==> src/rtl/icache_consts.svh <==
`ifndef ICACHE_CONSTS_SVH
`define ICACHE_CONSTS_SVH

// ========================================
// Cache geometry
// ========================================

// Fetch word and line widths
`define ICACHE_XLEN            32
`define ICACHE_LINE_BITS       128
`define ICACHE_WORDS_PER_LINE  4

// 4 ways x 16 sets x 16 bytes = 1 KiB
`define ICACHE_WAYS            4
`define ICACHE_SETS            16
`define ICACHE_WAY_BITS        2

// ========================================
// Address fields
// ========================================

// Word select is addr[3:2], set index addr[7:4], tag addr[31:8]
`define ICACHE_OFFSET_BITS     2
`define ICACHE_OFFSET_LSB      2
`define ICACHE_INDEX_BITS      4
`define ICACHE_INDEX_LSB       4
`define ICACHE_TAG_BITS        24
`define ICACHE_TAG_LSB         8

`endif
==> src/rtl/icache_pkg.sv <==
`include "icache_consts.svh"

package icache_pkg;

    // ========================================
    // Address field types
    // ========================================

    // Set index, addr[7:4]
    typedef logic [`ICACHE_INDEX_BITS-1:0] set_index_t;

    // Stored tag, addr[31:8]
    typedef logic [`ICACHE_TAG_BITS-1:0] tag_t;

    // Way number, used for both the hit way and the FIFO victim
    typedef logic [`ICACHE_WAY_BITS-1:0] way_sel_t;

    // ========================================
    // Cache line
    // ========================================

    // Flat view is what memory returns and what the data array stores
    // Word view is indexed by the word offset, words[0] sits at bits 31:0
    typedef union packed {
        logic [`ICACHE_LINE_BITS-1:0]                          flat;
        logic [`ICACHE_WORDS_PER_LINE-1:0][`ICACHE_XLEN-1:0]   words;
    } cache_line_u;

endpackage

==> src/rtl/cache_array_if.sv <==
`include "icache_consts.svh"

interface cache_array_if;
    import icache_pkg::*;

    // Lookup and write address, shared by tags, valids and lines
    set_index_t                 set_idx;
    // Tag of the held fetch address, also the tag written on refill
    tag_t                       lookup_tag;
    // One-hot refill enable for the victim way
    logic [`ICACHE_WAYS-1:0]    fill_we;
    // Valid bit write enables and the value written
    logic [`ICACHE_WAYS-1:0]    valid_we;
    logic                       valid_wdata;
    // Bumps the FIFO counter of set_idx
    logic                       fifo_advance;

    // Lookup result; on a miss hit_way carries the FIFO victim
    logic                       hit;
    way_sel_t                   hit_way;

    modport ctrl (
        output set_idx, lookup_tag, fill_we, valid_we, valid_wdata, fifo_advance,
        input  hit, hit_way
    );

    modport tags (
        input  set_idx, lookup_tag, fill_we, valid_we, valid_wdata, fifo_advance,
        output hit, hit_way
    );

    modport data (
        input  set_idx, fill_we, hit_way
    );

endinterface

==> src/rtl/icache_ctrl.sv <==
`include "icache_consts.svh"

module icache_ctrl (
    input  logic                     clk_i,
    input  logic                     rst_i,
    input  logic                     p_strobe_i,
    input  logic [`ICACHE_XLEN-1:0]  p_addr_i,
    input  logic                     m_ready_i,
    output logic                     p_ready_o,
    output logic                     m_strobe_o,
    output logic [`ICACHE_XLEN-1:0]  m_addr_o,
    cache_array_if.ctrl              arr
);
    import icache_pkg::*;

    typedef enum logic [2:0] {
        ST_INIT,
        ST_IDLE,
        ST_COMPARE,
        ST_FETCH,
        ST_FINISH
    } state_t;

    state_t                    state_q;
    state_t                    state_d;
    set_index_t                clr_cnt_q;
    logic [`ICACHE_XLEN-1:0]   addr_q;
    logic                      refill;
    logic [`ICACHE_WAYS-1:0]   fill_we;

    // ========================================
    // FSM
    // ========================================

    always_ff @(posedge clk_i)
    begin
        if (rst_i)
            state_q <= ST_INIT;
        else
            state_q <= state_d;
    end

    always_comb
    begin
        state_d = state_q;
        case (state_q)
            // One set cleared per cycle
            ST_INIT:
                if (clr_cnt_q == set_index_t'(`ICACHE_SETS - 1))
                    state_d = ST_IDLE;
            ST_IDLE:
                if (p_strobe_i)
                    state_d = ST_COMPARE;
            ST_COMPARE:
                state_d = arr.hit ? ST_IDLE : ST_FETCH;
            // Wait for the line from memory
            ST_FETCH:
                if (m_ready_i)
                    state_d = ST_FINISH;
            ST_FINISH:
                state_d = ST_IDLE;
            default:
                state_d = ST_INIT;
        endcase
    end

    // Valid-clear counter, walks every set once after reset
    always_ff @(posedge clk_i)
    begin
        if (rst_i)
            clr_cnt_q <= '0;
        else if (state_q == ST_INIT)
            clr_cnt_q <= clr_cnt_q + 1'b1;
    end

    // Fetch address, captured at the strobe
    always_ff @(posedge clk_i)
    begin
        if ((state_q == ST_IDLE) && p_strobe_i)
            addr_q <= p_addr_i;
    end

    // ========================================
    // Array control
    // ========================================

    assign refill = (state_q == ST_FETCH) && m_ready_i;

    // Victim way to one-hot, hit_way holds the victim while missing
    always_comb
    begin
        fill_we = '0;
        if (refill)
            fill_we[arr.hit_way] = 1'b1;
    end

    assign arr.set_idx      = (state_q == ST_INIT) ? clr_cnt_q
                            : addr_q[`ICACHE_INDEX_LSB +: `ICACHE_INDEX_BITS];
    assign arr.lookup_tag   = tag_t'(addr_q[`ICACHE_TAG_LSB +: `ICACHE_TAG_BITS]);
    assign arr.fill_we      = fill_we;
    assign arr.valid_we     = (state_q == ST_INIT) ? '1 : fill_we;
    assign arr.valid_wdata  = (state_q != ST_INIT);
    assign arr.fifo_advance = (state_q == ST_FINISH);

    // ========================================
    // Fetch and memory ports
    // ========================================

    assign p_ready_o = ((state_q == ST_COMPARE) && arr.hit) || refill;

    // Request goes out the cycle after a miss is seen
    always_ff @(posedge clk_i)
    begin
        if (rst_i)
            m_strobe_o <= 1'b0;
        else
            m_strobe_o <= (state_q == ST_COMPARE) && !arr.hit;
    end

    // Line-aligned, stays put until the next strobe
    assign m_addr_o = {addr_q[`ICACHE_XLEN-1:`ICACHE_INDEX_LSB], {`ICACHE_INDEX_LSB{1'b0}}};

    // A new fetch must not start while one is in progress
    a_strobe_in_idle: assert property (@(posedge clk_i) disable iff (rst_i)
        p_strobe_i |-> (state_q == ST_IDLE));

    a_mreq_single: assert property (@(posedge clk_i) disable iff (rst_i)
        m_strobe_o |=> !m_strobe_o);

endmodule

==> src/flat_wrapper.sv <==
// flat-port wrapper written by rule: the top's interface ports become plain ports
module icache_ctrl_flat import icache_pkg::*;
  (clk_i, rst_i, p_strobe_i, p_addr_i, m_ready_i, p_ready_o, m_strobe_o, m_addr_o, arr_set_idx, arr_lookup_tag, arr_fill_we, arr_valid_we, arr_valid_wdata, arr_fifo_advance, arr_hit, arr_hit_way);
  cache_array_if arr_i ();
  input  logic clk_i;
  input  logic rst_i;
  input  logic p_strobe_i;
  input  logic [`ICACHE_XLEN-1:0] p_addr_i;
  input  logic m_ready_i;
  output logic p_ready_o;
  output logic m_strobe_o;
  output logic [`ICACHE_XLEN-1:0] m_addr_o;
  output wire logic [$bits(arr_i.set_idx)-1:0] arr_set_idx;
  output wire logic [$bits(arr_i.lookup_tag)-1:0] arr_lookup_tag;
  output wire logic [$bits(arr_i.fill_we)-1:0] arr_fill_we;
  output wire logic [$bits(arr_i.valid_we)-1:0] arr_valid_we;
  output wire logic [$bits(arr_i.valid_wdata)-1:0] arr_valid_wdata;
  output wire logic [$bits(arr_i.fifo_advance)-1:0] arr_fifo_advance;
  input wire logic [$bits(arr_i.hit)-1:0] arr_hit;
  input wire logic [$bits(arr_i.hit_way)-1:0] arr_hit_way;
  assign arr_set_idx = arr_i.set_idx;
  assign arr_lookup_tag = arr_i.lookup_tag;
  assign arr_fill_we = arr_i.fill_we;
  assign arr_valid_we = arr_i.valid_we;
  assign arr_valid_wdata = arr_i.valid_wdata;
  assign arr_fifo_advance = arr_i.fifo_advance;
  assign arr_i.hit = arr_hit;
  assign arr_i.hit_way = arr_hit_way;
  icache_ctrl u_core (.clk_i(clk_i), .rst_i(rst_i), .p_strobe_i(p_strobe_i), .p_addr_i(p_addr_i), .m_ready_i(m_ready_i), .p_ready_o(p_ready_o), .m_strobe_o(m_strobe_o), .m_addr_o(m_addr_o), .arr(arr_i));
endmodule
==> config.mk <==
export PLATFORM = sky130hd
export DESIGN_NAME = icache_ctrl_flat
export DESIGN_NICKNAME = d
export VERILOG_FILES = /design/src/rtl/icache_pkg.sv /design/src/rtl/cache_array_if.sv /design/src/rtl/icache_ctrl.sv /design/src/flat_wrapper.sv
export VERILOG_INCLUDE_DIRS = /design/src /design/src/rtl
export SDC_FILE = /design/constraint.sdc
export NUM_CORES = 1
export LEC_CHECK = 0
export ABC_AREA = 1
export BUFFER_PORTS_ARGS = -buffer_cell sky130_fd_sc_hd__buf_4
export CELL_PAD_IN_SITES_DETAIL_PLACEMENT = 0
export CELL_PAD_IN_SITES_GLOBAL_PLACEMENT = 2
export CORE_MARGIN = 2
export CORE_UTILIZATION = 22
export CTS_CLUSTER_DIAMETER = 150
export DETAILED_ROUTE_END_ITERATION = 8
export MAX_ROUTING_LAYER = met4
export PLACE_DENSITY_LB_ADDON = 0.1
export RECOVER_POWER = 100
export SLEW_MARGIN = 5
export SYNTH_ARGS = -nofsm -noshare
export SYNTH_HDL_FRONTEND = slang
export SYNTH_SLANG_ARGS = --single-unit
==> constraint.sdc <==
create_clock -name clk_i -period 2.9 [get_ports clk_i]
set_input_delay 0.58 -clock clk_i [delete_from_list [all_inputs] [get_ports clk_i]]
set_output_delay 0.58 -clock clk_i [all_outputs]
set_load 0.03 [all_outputs]
Word level (Yosys, flattened, before mapping)

Cells that the tools add are included.

Register bits after elaboration: 40
Output and inout bits: 72
Logic and storage cells: 35
Bits of input ports: 39

Mux-type cells: 10
Order comparisons: 2
Reduce and logical (&&, ||, !) cells: 10
Equality and inequality tests: 8
$add $sub $neg: 1

Operators by type and width:

| kind                                                                         | number |
|---|---|
| 3-bit one-hot mux with 5 select lines                                        | 1 |
| 4-bit two-way mux                                                            | 3 |
| 3-bit two-way mux                                                            | 3 |
| 3-bit by 2-bit equality test with 1-bit output, second input constant        | 2 |
| 1-bit logical AND                                                            | 5 |
| 4-bit by 1-bit adder with 4-bit output, second input constant                | 1 |
| 4-bit equality test, second input constant                                   | 1 |
| 2-bit != test, second input constant                                         | 2 |
| 3-bit by 1-bit equality test with 1-bit output, second input constant        | 1 |
| 3-bit equality test, second input constant                                   | 1 |
| 3-bit logical NOT                                                            | 1 |
| 2-bit by 3-bit less-than comparator with 1-bit output, second input constant | 1 |
| 3-bit AND reduction                                                          | 1 |
| 3-bit nonzero test                                                           | 1 |
| 1-bit demux with 2-bit select                                                | 1 |
| 2-bit by 1-bit >= comparator with 1-bit output, second input constant        | 1 |
| 2-bit two-way mux                                                            | 1 |
| 2-bit by 1-bit != test with 1-bit output, second input constant              | 1 |
| 1-bit logical NOT                                                            | 1 |
| 1-bit logical OR                                                             | 1 |
| 1-bit two-way mux                                                            | 1 |

Logic depth before layout (Yosys ltp)

Gate-level depths: netlist of the first run.

Word-level depth: 6
Depth in mapped cells: 6
Gate-level depth less buffers: 6

Least setup slack after synthesis of the first run

No wires, ideal clock.

Path kind: input port to flip-flop
Start point: input port p_strobe_i
End point: register u_core.addr_q[10], enable pin
Data required time: 2.487 ns
Arrival: 1.816 ns
Slack: 0.671 ns
Stages on the path: 2
Buffers on the path: 0
Cells stage by stage: inv_1 -> nor2_1

Cells in the longest elaborated chain, start to end: 1

RTL lines:

| item                 | RTL line          | source |
|---|---|---|
| from (decl)          | flat_wrapper.sv:7 | `input logic p_strobe_i;` |
| 1-bit logical AND    | icache_ctrl.sv:79 | `if ((state_q == ST_IDLE) && p_strobe_i)` |
| to (signal assigned) | icache_ctrl.sv:80 | `addr_q <= p_addr_i;` |
| to (decl)            | icache_ctrl.sv:27 | `` logic [`ICACHE_XLEN-1:0] addr_q; `` |

No other way between the ends.
A chain may end at the register's enable or synchronous reset.

Worst setup path after layout of the first run

Start point: register u_core.state_q[1]
End point: output port arr_set_idx[0]

Cells in the longest elaborated chain, start to end: 2

RTL lines:

| item                   | RTL line           | source |
|---|---|---|
| from (decl)            | icache_ctrl.sv:24  | `state_t state_q;` |
| from (signal assigned) | icache_ctrl.sv:40  | `state_q <= state_d;` |
| 3-bit logical NOT      | icache_ctrl.sv:97  | `assign arr.set_idx = (state_q == ST_INIT) ? clr_cnt_q` |
| 4-bit two-way mux      | icache_ctrl.sv:97  |  |
| to (decl)              | flat_wrapper.sv:13 | `output wire logic [$bits(arr_i.set_idx)-1:0] arr_set_idx;` |

No other way between the ends.

==> results of run 1 <==
[cell families after synthesis]
kind of cell,Yosys count,synth area share
other,1,0.00240
flip-flops,36,0.639
AO/OA/AOI/OAI,10,0.0408
adder cells (fa/ha/maj),1,0.00799
buffers and inverters,41,0.169
AND/OR/NAND/NOR,52,0.141
[metrics by stage]
step                setup WS (ns)  cell area (sq um)  total power, uW
floorplan                   0.671               1580              605
global placement             1.03               2260              646
detailed placement           1.03               2260              648
CTS                         0.705               2350             1010
global route                0.329               2090             1030
finish                      0.487               2090              976
[state kept, by name (all words and copies together) (netlist names)]
signal / count
u_core.clr_cnt_q: 4
u_core.addr_q: 28
u_core.state_q: 3
u_core.m_strobe_o: 1
[layout by cell type, fill, tap and decap left out, drive strengths merged]
master,count
clkinv,4
ha,1
or2,1
buf,12
nand2,22
a21oi,2
nand4,1
o21a,1
nand3,8
clkbuf,97
nor2,20
edfxtp,28
o21ai,7
dfxtp,8
inv,11
conb,4
[final cells by class]
type                       count  area (sq um)  area share
clock buffer                   5          68.8      0.0329
tap                           96           120      0.0573
multi-input combinational     67           299       0.143
inverter                      12          46.3      0.0221
sequential                    36          1000       0.478
timing repair buffer         104           541       0.258
clock inverter                 3          18.8     0.00896
[final timing paths]
kind              slack, ns           startpoint                   to  cells past startpoint
setup / recovery       0.49    u_core.state_q[1]       arr_set_idx[0]                      5
hold / removal         0.49          p_addr_i[5]     u_core.addr_q[5]                      1
setup reg to reg       1.07    u_core.state_q[1]     u_core.addr_q[4]                      4
hold reg to reg        0.51  u_core.clr_cnt_q[2]  u_core.clr_cnt_q[2]                      2
[power groups by stage]
stage	combinational, uW	clock, uW	sequential [uW]
floorplan	32.0	0	573
global placement	72.8	0	573
detailed placement	74.5	0	574
CTS	74.7	371	562
global route	75.8	390	562
finish	68.6	346	562
[routing by layer]
metal  GRT usage  routed length [um]
met1      0.0942                1370
met2       0.154                1860
met3      0.0336                 332
met4      0.0372                  41
met5           -                   0
==> reports/results.tsv, run 1 <==
metric	value	unit
n_diodes	0	
#FFs+latches synth	36	
Int Power	761	uW
Finished Layout Cells	323	
Mean Syn Cell Area	11.1	sq um
CTS buffer count	5	
Max VDD drop	216	uV
gpl congestion	0.721	
Flop pwr share	0.576	
hold_buf cts	0	
DR vias/cell	3.76	
Port Buffers	102	
IO Pins	111	
Inst Count DP	315	
Area contributors post-synth	edfxtp_1, buf_4, dfxtp_1	
final hold slack	0.488	ns
# DRC	0	
crit-path max cell delay	0.35	ns
die width	88.4	um
top-count cell post-synth	buf_4	
Reg clk slew, reported paths	0.08	ns
core area	0.00683	sq mm
Yosys top cell area share	0.537	
root buffer selected by CTS	clkbuf_8	
share of flip-flops with an asynchronous set or reset	0	
worst-path fanout max	14	
Max-Slew Margin vs Limit	0.402	
H-Tree Depth	2	
layout net count	266	
LEAKAGE	0.000811	uW
Site Rows	30	
final setup vio count	0	
final core occ	0.307	
Bufs and invs on worst path	2	
Ys Warns	0	
critical path required time	2.32	ns
final wirelength	3600	um
share of total power in the clock network	0.354	
cell count after synthesis	141	
Distinct cells, synth	20	
final worst path period need	2.41	ns
worst-skew pair later-pin latency	0.28	ns
sw frac	0.221	
Global Route Usage Sum	0.0904	
synthesized area	0.00157	sq mm
Crit Path Category	reg -> out	
largest net degree at the start of global routing	18	
Final Slew Violations	0	
first-pass GRT wire length	5130	um
cells resized by post-CTS repair	0	
CP Cell Sequence	nor2_1 -> nand2_1 -> inv_1 -> o21a_1 -> clkbuf_1	
top cells by count, synth	buf_4, edfxtp_1, nand2_1, nor2_1, inv_1	
DP Wirelength	2870	um
Via Count	1213	
Initial Utilization	0.229	
outcome	completed	
Tcrit/Tclk final	0.832	
die height	88.4	um
post-CTS setup repair buffer count	0	
worst min path class	in -> reg	
sequential area share after synthesis	0.639	
Hold Violations, Final	0	
FMAX	0.414	GHz
Area Growth Syn to Fin	33.8	%
vias in the first global route	1165	
largest area contributor in the netlist	edfxtp_1	
antenna viol nets, final	0	
pwr dens	466	mW/mm^2
share of cells above drive strength 1	0.229	
Crit. End Element	primary output	
setup_tns	0	ns
initial antenna violation count	0	
CP arrival	1.83	ns
CTS tree	done	
GRT overflow	0	
Iter 0 DRT Violations	33	
Fillers	784	
largest buffer count on any clock path	2	
Worst path top cell family by delay	buffers and inverters	
worst-margin pin slew	0.898	ns
max-cap viol count	0	
net switching power	215	uW
crit start category	register	
Post-synth EDFFs	28	
Final Skew	0.00967	ns
RSZ-0062 raised after global routing	no	
CTS sink cnt	36	
Combinational Power Share	0.070	
average wire per standard cell	11.2	um
Post-synth top flop	edfxtp_1	
first drt pass iteration count	4	
die area	0.00781	sq mm
slowest CP cell	dfxtp_1	
No activity file was read; power rests on OpenSTA's default activity.
==> inputs of run 2 (changes only) <==
==> constraint.sdc (replaced) <==
create_clock -name clk_i -period 2.3 [get_ports clk_i]
set_input_delay 0.46 -clock clk_i [delete_from_list [all_inputs] [get_ports clk_i]]
set_output_delay 0.46 -clock clk_i [all_outputs]
set_load 0.03 [all_outputs]
==> run 2 against run 1 <==
  * Critical path depth up 1
  * Sequential share of layout area down 0.56 points
  * Cell area up 1.2%
==> reports/results.tsv, run 2 (synthesis results as in run 1) <==
metric	value	unit
Tcrit/Tclk final	0.893	
final core occ	0.310	
largest buffer count on any clock path	2	
outcome	completed	
final worst path period need	2.05	ns
FMAX	0.487	GHz
gpl congestion	0.702	
crit start category	register	
Global Route Usage Sum	0.0900	
Iter 0 DRT Violations	78	
die height	88.4	um
Top Registers	u_core.addr_q x28, u_core.clr_cnt_q x4, u_core.state_q x3	
Max-Slew Margin vs Limit	0.495	
Crit Path Category	reg -> out	
n_diodes	0	
Area Growth Syn to Fin	35.4	%
Reg clk slew, reported paths	0.08	ns
max reg flops	28	
die area	0.00781	sq mm
RSZ-0062 raised after global routing	no	
commonest non-fill, non-tap cell in the layout	clkbuf_1	
hold_buf cts	0	
share of cells above drive strength 1	0.239	
CTS sink cnt	36	
Via Count	1202	
die width	88.4	um
final setup vio count	0	
Crit path top cell by count	nand2_1	
Initial Utilization	0.229	
root buffer selected by CTS	clkbuf_8	
max-cap viol count	0	
antenna viol nets, final	0	
CTS tree	done	
vias in the first global route	1100	
Crit. End Element	primary output	
most frequent cells in the layout	clkbuf_1, clkbuf_4, edfxtp_1, nand2_1, nor2_1	
layout net count	265	
Final Cell Area	0.00212	sq mm
worst-path fanout max	14	
Max VDD drop	339	uV
cells resized by post-CTS repair	0	
pwr dens	644	mW/mm^2
H-Tree Depth	2	
first drt pass iteration count	4	
Final Slew Violations	0	
worst min path class	in -> reg	
setup_tns	0	ns
Post-DP Area	0.00225	sq mm
Site Rows	30	
CP arrival	1.59	ns
crit-path max cell delay	0.35	ns
worst-skew pair later-pin latency	0.29	ns
CTS buffer count	5	
final hold slack	0.367	ns
worst-margin pin slew	0.758	ns
average wire per standard cell	11.2	um
Hold Violations, Final	0	
CP Cell Sequence	nor2_2 -> nand2_2 -> inv_1 -> nand2_1 -> nand2_1 -> clkbuf_2	
DR vias/cell	3.73	
# DRC	0	
first-pass GRT wire length	5060	um
GRT overflow	0	
critical path required time	1.84	ns
initial antenna violation count	0	
largest net degree at the start of global routing	29	
final wirelength	3600	um
Port Buffers	102	
slowest CP cell	dfxtp_1	
LEAKAGE	0.000816	uW
post-CTS setup repair buffer count	0	
core area	0.00683	sq mm
Final Skew	0.00941	ns
Biggest register	u_core.addr_q	
IO Pins	111	
DP Wirelength	2780	um
-- run 2: power by group --
group / switching, uW / internal, uW
combinational: 43.2 / 43.9
sequential: 4.70 / 704
clock: 220 / 349
-- run 2: layer usage --
layer / GRT usage / wire length (um) / up-vias
met1: 0.0948 / 1330 / 534
li1: - / - / 602
met3: 0.0326 / 350 / 2
met2: 0.152 / 1900 / 64
met4: 0.0372 / 21 / 0
met5: - / 0 / -
-- run 2: worst paths after layout --
check                           start                  end  slack (ns)  depth (start not counted)
setup / recovery    u_core.state_q[1]       arr_set_idx[1]        0.25                          6
hold / removal           p_addr_i[23]    u_core.addr_q[23]        0.37                          1
setup reg to reg    u_core.state_q[1]    u_core.addr_q[22]        0.66                          4
hold reg to reg   u_core.clr_cnt_q[2]  u_core.clr_cnt_q[2]        0.51                          2
-- run 2: through the flow --
stage          instances  power [uW]  worst slack (ns)
2_1_floorplan        144         763             0.175
3_3_place_gp         314         815             0.562
3_5_place_dp         314         817             0.556
4_1_cts              322        1400             0.241
5_1_grt              322        1430            0.0652
6_report             322        1360             0.246
-- run 2: cell type report --
class                   count  area [sq um]
fillers                   781          4710
flip-flops and latches     36          1000
repair buffers            103           522
multi-input cells          67           314
well taps                  96           120
clock buffers               6          82.6
inverters                  12          46.3
clock inverters             2          33.8
-- run 2: critical path, delay by kind of cell, from the launching register on --
kind          cells  cell delay, ns
buf+inv           2            0.43
flops             1            0.35
simple gates      4            0.53
==> inputs of run 3 (changes only) <==
--- a/config.mk
+++ b/config.mk
@@ -6,12 +6,12 @@
 export SDC_FILE = /design/constraint.sdc
 export NUM_CORES = 1
 export LEC_CHECK = 0
-export ABC_AREA = 1
-export BUFFER_PORTS_ARGS = -buffer_cell sky130_fd_sc_hd__buf_4
+export ABC_AREA = 0
+export BUFFER_PORTS_ARGS = -buffer_cell sky130_fd_sc_hd__buf_2
 export CELL_PAD_IN_SITES_DETAIL_PLACEMENT = 0
 export CELL_PAD_IN_SITES_GLOBAL_PLACEMENT = 2
 export CORE_MARGIN = 2
-export CORE_UTILIZATION = 22
+export CORE_UTILIZATION = 23
 export CTS_CLUSTER_DIAMETER = 150
 export DETAILED_ROUTE_END_ITERATION = 8
 export MAX_ROUTING_LAYER = met4
==> run 3 against run 2 <==
  * Die area shrank 4.3%
  * Flip-flop and latch count is the same
  * Synthesized area shrank 0.16%
  * Core utilization shrank 0.86 points
  * Largest power group unchanged
  * Highest routed layer unchanged
==> reports/results.tsv, run 3 <==
metric	value	unit
outcome	completed	
Area Growth Syn to Fin	29.0	%
CTS tree	done	
average wire per standard cell	12.3	um
Hold Violations, Final	0	
final hold slack	0.348	ns
met2 Track Usage GR	0.150	
commonest non-fill, non-tap cell in the layout	clkbuf_1	
Post-synth top flop	edfxtp_1	
#FFs+latches synth	36	
share of cells above drive strength 1	0.297	
top cells by count, synth	buf_4, edfxtp_1, nand2_1	
final wirelength	3560	um
root buffer selected by CTS	clkbuf_8	
Reg clk slew, reported paths	0.07	ns
largest area contributor in the netlist	edfxtp_1	
Yosys top cell area share	0.538	
H-Tree Depth	2	
Via Count	1183	
post-synthesis mux area share	0.0136	
core area	0.00668	sq mm
crit start category	register	
Max VDD drop	200	uV
FMAX	0.463	GHz
die width	86.4	um
LEAKAGE	0.000760	uW
CTS buffer count	5	
Int Power	1060	uW
hold_buf cts	0	
Max-Slew Margin vs Limit	0.518	
DR vias/cell	4.09	
Final Slew Violations	0	
DP Wirelength	2660	um
worst-margin pin slew	0.724	ns
Combinational Power Share	0.052	
Post-synth EDFFs	28	
post-synthesis simple-gate area fraction	0.133	
share of flip-flops with an asynchronous set or reset	0	
die area	0.00747	sq mm
# DRC	0	
gpl congestion	0.714	
pwr dens	655	mW/mm^2
R2R Setup Slk	0.50	ns
Top Registers	u_core.addr_q x28, u_core.clr_cnt_q x4, u_core.state_q x3	
most frequent cells in the layout	clkbuf_1, buf_2, edfxtp_1, nand2_1, clkbuf_2	
vias in the first global route	1113	
CP Cell Sequence	and4b_1 -> and3_1 -> or2_2 -> clkbuf_2	
Distinct cells, synth	31	
Final Skew	0.00311	ns
Site Rows	30	
layout net count	248	
Flop pwr share	0.537	
grt met1 use	0.115	
first drt pass iteration count	4	
adder-cell share of the synthesized area	0.00801	
GRT busiest layer	met2	
setup_tns	0	ns
slowest CP cell	dfxtp_1	
die height	86.4	um
Biggest register	u_core.addr_q	
critical path required time	1.84	ns
final worst path period need	2.16	ns
cell count after synthesis	124	
Post-DP Area	0.00196	sq mm
Crit Path Category	reg -> out	
n_diodes	0	
Mean Syn Cell Area	12.6	sq um
Tcrit/Tclk final	0.939	
CTS sink cnt	36	
max reg flops	28	
first-pass GRT wire length	5320	um
net switching power	265	uW
sw frac	0.200	
Iter 0 DRT Violations	17	
worst-skew pair later-pin latency	0.28	ns
largest buffer count on any clock path	2	
fin worst setup slack	0.141	ns
final setup vio count	0	
largest family of logic cells by synthesized area	buffers and inverters	
post-synthesis compound-gate area fraction	0.0368	
Crit. End Element	primary output	
Global Route Usage Sum	0.0959	
initial antenna violation count	0	
DP Worst Slack	0.389	ns
largest net degree at the start of global routing	29	
Synth Area in XOR/XNOR	0.00560	
sequential area share after synthesis	0.641	
worst-path fanout max	8	
IO Pins	111	
met3 Use GR	0.0343	
Area contributors post-synth	edfxtp_1, buf_4, dfxtp_1	
CP arrival	1.70	ns
GRT overflow	0	
share of total power in the clock network	0.411	
Ys Warns	0	
RSZ-0062 raised after global routing	no	
crit-path max cell delay	0.53	ns
synthesized area	0.00156	sq mm
worst min path class	in -> reg	
max-cap viol count	0	
Port Buffers	102	
antenna viol nets, final	0	
Final Cell Area	0.00202	sq mm
total power	1320	uW
Initial Utilization	0.234	
==> run 3: cell types whose count changed after synthesis, sizes merged, moves of 2 or more <==
| cell | change |
|---|---|
| nor3b | +2 |
| nor3 | +3 |
| nand3 | -6 |
| nand2 | -6 |
| buf | +3 |
| nor4 | +2 |
| or2 | +2 |
| a21oi | +2 |
| nor2 | -16 |
| o21ai | -4 |
| or3 | +2 |
| inv | -9 |
==> run 3: cell type report <==
| type | instances | area, sq um |
|---|---|---|
| fillers | 748 | 4670 |
| inverters | 2 | 7.51 |
| clock buffers | 6 | 72.6 |
| flip-flops and latches | 36 | 1000 |
| repair buffers | 106 | 464 |
| well taps | 80 | 100 |
| multi-input cells | 57 | 334 |
| clock inverters | 2 | 35.0 |
==> run 3: power by group through the flow <==
| stage | logic [uW] | registers [uW] | clock network (uW) |
|---|---|---|---|
| global route | 76.4 | 710 | 587 |
| floorplan | 35.6 | 722 | 0 |
| detailed placement | 68.5 | 724 | 0 |
| CTS | 68.8 | 709 | 565 |
| global placement | 67.6 | 723 | 0 |
| finish | 68.1 | 709 | 543 |
==> run 3: cell families after synthesis <==
logic type	Yosys count
AOI/OAI and AO/OA	10
xor gates and xnor gates	1
buffers and inverters	34
and+or+nand+nor	39
muxes	2
DFF	36
adders and majority gates	1
other	1
==> run 3: final timing paths <==
check                      startpoint                   to  cells after the start
setup / recovery    u_core.state_q[2]      arr_valid_we[3]                      4
hold / removal                arr_hit    u_core.m_strobe_o                      2
setup reg to reg    u_core.state_q[0]     u_core.addr_q[6]                      3
hold reg to reg   u_core.clr_cnt_q[1]  u_core.clr_cnt_q[1]                      2
==> run 3: through the flow <==
stage               utilization  instances
global route              0.302        289
CTS                       0.310        286
floorplan                     -        127
global placement          0.293        278
detailed placement        0.293        278
finish                    0.302        289
==> run 3: critical path: cells and delay by family, from the launching register on <==
family	cells	cell delay, ns
flip-flops	1	0.53
buffers and inverters	1	0.18
AND/OR/NAND/NOR	3	0.71
==> run 3: timing repair <==
item | 4_1_cts | 5_1_grt
setup endpoints to repair | 0 | 6
setup buffers | 0 | 3
gates resized for setup | 0 | 1
==> run 3: per-layer routing <==
| metal | vias to the layer above | share of wire |
|---|---|---|
| met2 | 70 | 0.46 |
| met4 | 0 | 0.015 |
| li1 | 563 | - |
| met3 | 5 | 0.096 |
| met5 | - | 0 |
| met1 | 545 | 0.43 |
